===== src/include/fp_rename_params.svh =====
`ifndef FP_RENAME_PARAMS_SVH
`define FP_RENAME_PARAMS_SVH

////////////////////
// Register file sizes
////////////////////

// Architectural FP registers f0..f31
`define FP_NUM_ISA_REGS      32
// Physical FP registers behind the rename map
`define FP_NUM_PHYS_REGS     64
// Free list depth, physical minus architectural
`define FP_NUM_FREE_ENTRIES  32

////////////////////
// Speculation
////////////////////

// One slot is always the live copy, so 3 checkpoints can be in flight
`define FP_NUM_CHECKPOINTS   4

`endif


===== src/design/fp_rename_pkg.sv =====
`include "fp_rename_params.svh"

package fp_rename_pkg;

    // Register and label types
    typedef logic [$clog2(`FP_NUM_ISA_REGS)-1:0]    fareg_t;        // Architectural FP reg
    typedef logic [$clog2(`FP_NUM_PHYS_REGS)-1:0]   phfreg_t;       // Physical FP reg
    typedef logic [$clog2(`FP_NUM_CHECKPOINTS)-1:0] checkpoint_ptr; // Checkpoint slot label

    // One FP instruction offered to rename
    typedef struct packed {
        logic   valid;
        fareg_t rs1;
        fareg_t rs2;
        fareg_t rs3;     // Third source of fused multiply-add
        logic   use_rd;
        fareg_t rd;
    } rename_req_t;

    // Renamed instruction, one cycle after acceptance
    typedef struct packed {
        logic    valid;
        phfreg_t prs1;
        phfreg_t prs2;
        phfreg_t prs3;
        logic    use_rd;
        phfreg_t prd;      // Newly allocated destination
        phfreg_t old_prd;  // Previous mapping of rd, freed at commit
        // Checkpoint label the instruction belongs to
        logic [$clog2(`FP_NUM_CHECKPOINTS)-1:0] checkpoint_ptr;
    } rename_rsp_t;

    // One commit slot
    typedef struct packed {
        logic    valid;
        fareg_t  rd;
        phfreg_t prd;
        phfreg_t old_prd;
    } commit_t;

    // Branch unit controls
    typedef struct packed {
        logic          do_checkpoint;
        logic          do_recover;
        logic          delete_checkpoint;
        checkpoint_ptr recover_checkpoint;
    } branch_ctl_t;

endpackage


===== src/design/fp_free_list.sv =====
`timescale 1ns/1ps
`include "fp_rename_params.svh"

module fp_free_list (
    input  logic                             clk_i,
    input  logic                             rstn_i,
    input  logic                             read_head_i,          // Allocate one register
    input  logic [1:0]                       add_free_register_i,  // Per commit slot
    input  fp_rename_pkg::phfreg_t [1:0]     free_register_i,
    input  logic                             do_checkpoint_i,
    input  logic                             do_recover_i,
    input  logic                             delete_checkpoint_i,  // Oldest branch resolved
    input  fp_rename_pkg::checkpoint_ptr     recover_checkpoint_i,
    input  logic                             commit_roll_back_i,
    output fp_rename_pkg::phfreg_t           new_register_o,
    output fp_rename_pkg::checkpoint_ptr     checkpoint_o,
    output logic                             out_of_checkpoints_o,
    output logic                             empty_o
);

    localparam int NUM_ENTRIES = `FP_NUM_FREE_ENTRIES;
    localparam int NUM_CP      = `FP_NUM_CHECKPOINTS;
    localparam int NUM_ISA     = `FP_NUM_ISA_REGS;
    localparam int PTR_W       = $clog2(NUM_ENTRIES);

    typedef logic [PTR_W-1:0] entry_ptr_t;  // Wraps by itself, depth is a power of two
    typedef logic [PTR_W:0]   entry_cnt_t;  // One bit wider to hold a full count

    // Circular buffer of free registers, shared by all versions
    fp_rename_pkg::phfreg_t register_table [NUM_ENTRIES];

    entry_ptr_t head_q  [NUM_CP];  // Head per checkpoint slot
    entry_cnt_t count_q [NUM_CP];  // Free count per checkpoint slot
    entry_ptr_t tail_q;            // Single tail, frees go to every version

    fp_rename_pkg::checkpoint_ptr version_head_q;  // Live slot
    fp_rename_pkg::checkpoint_ptr version_tail_q;  // Oldest outstanding slot
    fp_rename_pkg::checkpoint_ptr version_next;
    fp_rename_pkg::checkpoint_ptr recover_distance;
    logic [$clog2(NUM_CP):0]      num_checkpoints_q;

    logic       write_en0;
    logic       write_en1;
    logic       read_en;
    logic       checkpoint_en;
    logic       live_empty;
    entry_ptr_t tail_plus_one;
    entry_cnt_t num_written;
    entry_cnt_t live_count_next;
    entry_ptr_t live_head_next;

    ////////////////////
    // Control decode
    ////////////////////

    assign write_en0 = add_free_register_i[0] & ~commit_roll_back_i; // Roll-back drops frees
    assign write_en1 = add_free_register_i[1] & ~commit_roll_back_i;

    assign live_empty = (count_q[version_head_q] == '0);

    // Allocation may be served by a same-cycle free
    assign read_en = read_head_i & (~live_empty | write_en0 | write_en1)
                     & ~do_recover_i & ~commit_roll_back_i;

    assign checkpoint_en = do_checkpoint_i & ~out_of_checkpoints_o
                           & ~do_recover_i & ~commit_roll_back_i;

    assign tail_plus_one    = tail_q + 1'b1;
    assign version_next     = version_head_q + 1'b1;
    assign num_written      = entry_cnt_t'(write_en0) + entry_cnt_t'(write_en1);
    assign live_count_next  = count_q[version_head_q] + num_written - entry_cnt_t'(read_en);
    assign live_head_next   = head_q[version_head_q] + entry_ptr_t'(read_en);
    assign recover_distance = recover_checkpoint_i - version_tail_q; // Modulo slot count

    ////////////////////
    // State update
    ////////////////////

    always_ff @(posedge clk_i or negedge rstn_i) begin
        if (!rstn_i) begin
            version_head_q    <= '0;
            version_tail_q    <= '0;
            num_checkpoints_q <= '0;
            tail_q            <= '0;
            checkpoint_o      <= '0;
            for (int c = 0; c < NUM_CP; c++) begin
                head_q[c]  <= '0;
                count_q[c] <= entry_cnt_t'(NUM_ENTRIES);  // All upper registers free
            end
            for (int j = 0; j < NUM_ENTRIES; j++) begin
                register_table[j] <= fp_rename_pkg::phfreg_t'(NUM_ISA + j); // Entry j = 32+j
            end
        end else if (commit_roll_back_i) begin
            // Everything between head and tail is free again
            version_head_q    <= '0;
            version_tail_q    <= '0;
            num_checkpoints_q <= '0;
            checkpoint_o      <= '0;
            head_q[0]         <= tail_q;
            count_q[0]        <= entry_cnt_t'(NUM_ENTRIES);
        end else begin
            version_tail_q <= version_tail_q + fp_rename_pkg::checkpoint_ptr'(delete_checkpoint_i);
            checkpoint_o   <= version_head_q;  // Label of the slot live this cycle

            // Freed registers, slot 0 first
            if (write_en0) begin
                register_table[tail_q] <= free_register_i[0];
                if (write_en1) register_table[tail_plus_one] <= free_register_i[1];
            end else if (write_en1) begin
                register_table[tail_q] <= free_register_i[1];
            end
            tail_q <= tail_q + entry_ptr_t'(num_written);

            for (int c = 0; c < NUM_CP; c++) begin
                count_q[c] <= count_q[c] + num_written;  // Frees count in every version
            end

            if (do_recover_i) begin
                version_head_q    <= recover_checkpoint_i;           // Back to older slot
                num_checkpoints_q <= {1'b0, recover_distance};
            end else begin
                num_checkpoints_q <= num_checkpoints_q + checkpoint_en - delete_checkpoint_i;
                head_q[version_head_q]  <= live_head_next;
                count_q[version_head_q] <= live_count_next;          // Allocation only live
                if (checkpoint_en) begin
                    // Next slot starts from the state after this cycle
                    version_head_q        <= version_next;
                    head_q[version_next]  <= live_head_next;
                    count_q[version_next] <= live_count_next;
                end
            end
        end
    end

    ////////////////////
    // Outputs
    ////////////////////

    always_comb begin
        if (live_empty && write_en0) begin
            new_register_o = free_register_i[0];  // Bypass on empty list
        end else if (live_empty && write_en1) begin
            new_register_o = free_register_i[1];
        end else begin
            new_register_o = register_table[head_q[version_head_q]];
        end
    end

    assign empty_o              = live_empty & ~write_en0 & ~write_en1;
    assign out_of_checkpoints_o = (num_checkpoints_q == (NUM_CP - 1)); // Last slot is live

endmodule


===== config.mk =====
export PLATFORM = sky130hd
export DESIGN_NAME = fp_free_list
export DESIGN_NICKNAME = d
export VERILOG_FILES = /design/src/design/fp_rename_pkg.sv /design/src/design/fp_free_list.sv
export VERILOG_INCLUDE_DIRS = /design/src /design/src/include
export SDC_FILE = /design/constraint.sdc
export NUM_CORES = 1
export LEC_CHECK = 0
export BUFFER_PORTS_ARGS = -buffer_cell sky130_fd_sc_hd__buf_2
export CORE_ASPECT_RATIO = 1.25
export CORE_MARGIN = 1.5
export CORE_UTILIZATION = 25
export CTS_CLUSTER_DIAMETER = 30
export DETAILED_ROUTE_END_ITERATION = 16
export PLACE_DENSITY = 0.35
export SLEW_MARGIN = 20
export SYNTH_ARGS = -nofsm -noshare
export SYNTH_HDL_FRONTEND = slang
export SYNTH_SLANG_ARGS = --single-unit

===== constraint.sdc =====
create_clock -name clk_i -period 4.2 [get_ports clk_i]
set_clock_uncertainty 0.2 [all_clocks]
set_input_delay 0.63 -clock clk_i [delete_from_list [all_inputs] [get_ports clk_i]]
set_output_delay 0.63 -clock clk_i [all_outputs]
set_load 0.005 [all_outputs]

==> results.md <==
- CTS tree: yes
- Clk buf depth: 3
- Clock transition at the registers of the reported paths: 0.04 ns
- Most common cell in the netlist: nand2_1
- Final ANT Viol Nets: 0
- DRT iter0 DRCs: 1,267
- Via/cell ratio: 5.51
- Fmax: 0.232 GHz
- Combinational power share: 0.325
- Core Area: 63,000 um2
- Die area: 65,200 um2
- Nets: 1,890
- Top FF cell, synth: dfrtp_1
- Post-Layout Cell Count: 2,736
- Max IR drop VDD: 0.295 mV
- Reg power frac: 0.274
- PortBufs: 32
- Clock Power Share: 0.401
- Crit path DAT: 3.49 ns
- Synthesized instance count: 1,743
- Die Ht: 285 um
- Pint: 9.44 mW
- Slew margin rel.: 0.345
- Post-DR wirelength/cell: 28.7 um
- Max-cap violations: 0
- Rows: 103
- Post-synth ARST share: 1.00
- HP Class: input port to register
- Die Span X: 229 um
- DRT Pass-1 Iters: 6
- Vias in the first global route: 15,402
- Critical Path Start Type: register
- Remaining DRCs: 0
- Avg Synthesized Cell Area: 9.13 um2
- Synth top area share: 0.211
- Crit path kind: register to output pin
- FF+latch count, synth: 250
- R2r setup slk: 0.37 ns
- Fin util: 0.321
- CP endpoint kind: output pin
- Initial core utilization: 0.252
- TritonCTS sink count: 250
- Status: finished, violations left
- GPL Wtd Cong: 0.906
- PnR worst setup slack: -0.117 ns
- Synth area leader: dfrtp_1
- Post-synth top cells: 205 x nand2_1, 157 x o21ai_0, 155 x nor2_1, 144 x a22oi_1, 134 x dfrtp_1
- Warnings, synthesis: 0
- Yosys cell types: 68
- RSZ-0062 raised after global routing: yes
- Net Count, Synth: 1,803
- Tmin final: 4.32 ns
- Mapped Area: 15,900 um2
- Cts bufs inserted: 81
- DP Cell Count: 2,575
- Crit path max fanout: 24
- Top post-synthesis cells by area: dfrtp_1 21%, dfstp_2 19%, mux2i_1 7.5%
- P&R area growth vs syn: 27.3%
- P_sw: 5.56 mW
- Worst Tran Pin Value: 0.973 ns
- Final wirelength: 78.6 mm
- GRT Util Overall: 0.239
- Post-synth EDFFs: 0
- Failing checks: setup timing
- WP data required: 3.37 ns
- IO Pins: 33
- Max H-tree Level: 3
- Lkg Pwr: 7.90 nW
- Total grt overflow: 0
- Slew Viols, Final: 0
- DP HPWL: 53.1 mm
- Vias post-DR: 15,082
- Fin. Hold Viols: 0
- Antenna violations before repair: 2
- Seq/Total Area, Yosys: 0.402
- Net Sw Frac: 0.371
- Clock latency on the worst-skew pair: 0.60 ns
- Hold_ws: 0.105 ns
- PD cells: 741 nW/um2
- First-pass GRT wire length: 113 mm
- Layout cell share with drive strength beyond 1: 0.239
- # setup viols final: 5
- Place WS: 0.0440 ns
- Largest net degree at the start of global routing: 75
- Tcrit/Tclk final: 1.03
- CTS Root Cell: clkbuf_16
worst paths after layout:
check                                                from                               to  depth (start not counted)
min in group asynchronous                          rstn_i  register_table[172]$_DFFE_PN0P_                          2
min reg2reg                register_table[86]$_DFFE_PN0P_   register_table[86]$_DFFE_PN0P_                          2
max                         version_head_q[0]$_DFFE_PN0P_                new_register_o[5]                          7
max in group asynchronous                          rstn_i            count_q[23]$_DFF_PN1_                          3
max reg2reg                 version_head_q[0]$_DFFE_PN0P_            count_q[22]$_DFF_PN0_                         17
min                               recover_checkpoint_i[1]    version_head_q[1]$_DFFE_PN0P_                          3
power by group through the flow:
stage | registers [mW] | clock network [mW] | logic (mW)
floorplan | 3.66 | 0 | 3.01
global placement | 4.13 | 0 | 4.61
detailed placement | 4.10 | 0 | 4.64
CTS | 4.09 | 6.14 | 4.82
global route | 4.17 | 6.27 | 5.24
finish | 4.11 | 6.02 | 4.87
cell families after synthesis:
family,synth area share
buf+inv,0.0435
compound gates,0.258
fa+ha+maj,0.0324
mux,0.116
xor+xnor,0.0121
simple gates,0.136
flops,0.402
worst max-delay path, cell delays in order (launching register included):
cell and delay, ns:
dfrtp_2 0.40, mux4_4 0.78, buf_16 0.24, mux2_2 0.32
a2111oi_1 0.52, or3_1 0.19, o211ai_1 0.19, buf_2 0.21
repair_timing:
| item | in CTS | in global routing |
|---|---|---|
| gates cloned | 1 | 0 |
| hold buffers | 1 | 0 |
| pin swaps | 2 | 6 |
| endpoints found under the hold margin | 40 | 0 |
| setup buffers | 9 | 1 |
| resized for setup | 22 | 8 |
| setup endpoints to repair | 6 | 6 |
per-layer routing:
| metal | GRT usage | part of all wire | up-vias | routed length [um] |
|---|---|---|---|---|
| li1 | - | - | 6665 | - |
| met1 | 0.288 | 0.40 | 7654 | 31700 |
| met2 | 0.413 | 0.50 | 577 | 39400 |
| met3 | 0.0371 | 0.047 | 184 | 3730 |
| met4 | 0.121 | 0.048 | 2 | 3770 |
| met5 | 0 | 0.00017 | - | 13 |
cells in the final DEF, fill, tap and decap left out, types with 21 or more instances in the layout:
cell type	n
nand2_1	203
o21ai_0	156
nor2_1	154
a22oi_1	144
dfrtp_1	132
dfstp_2	116
mux2i_1	113
buf_4	88
clkbuf_16	83
a21oi_1	78
o2bb2ai_1	57
a22o_1	50
nand3_1	39
inv_1	33
buf_2	31
ha_1	29
mux2_2	27
o21ai_1	22
nor3_1	21
clkbuf_1	21
registers in the layout, summed over array words and instances (netlist names):
| signal | count |
|---|---|
| tail_q | 5 |
| version_tail_q | 2 |
| head_q | 20 |
| checkpoint_o | 2 |
| version_head_q | 2 |
| count_q | 24 |
| num_checkpoints_q | 3 |
| register_table | 192 |
metrics by stage:
stage	setup TNS (ns)	instance area (um2)	power, mW
2_1_floorplan	0	15900	6.66
3_3_place_gp	0	17300	8.75
3_5_place_dp	0	17300	8.74
4_1_cts	-0.443	20200	15.1
5_1_grt	-0.787	20200	15.7
6_report	-0.357	20200	15.0
layout make-up:
type / instances / area [um2]
Clock buffer: 123 / 2420
Antenna cell: 1 / 2.50
Timing Repair Buffer: 130 / 1010
Sequential cell: 250 / 6400
Inverter: 38 / 148
Tap cell: 840 / 1050
Multi-Input combinational cell: 1329 / 8910
Fill cell: 6533 / 42800
Clock inverter: 25 / 298
No activity file was read; power rests on OpenSTA's default activity.
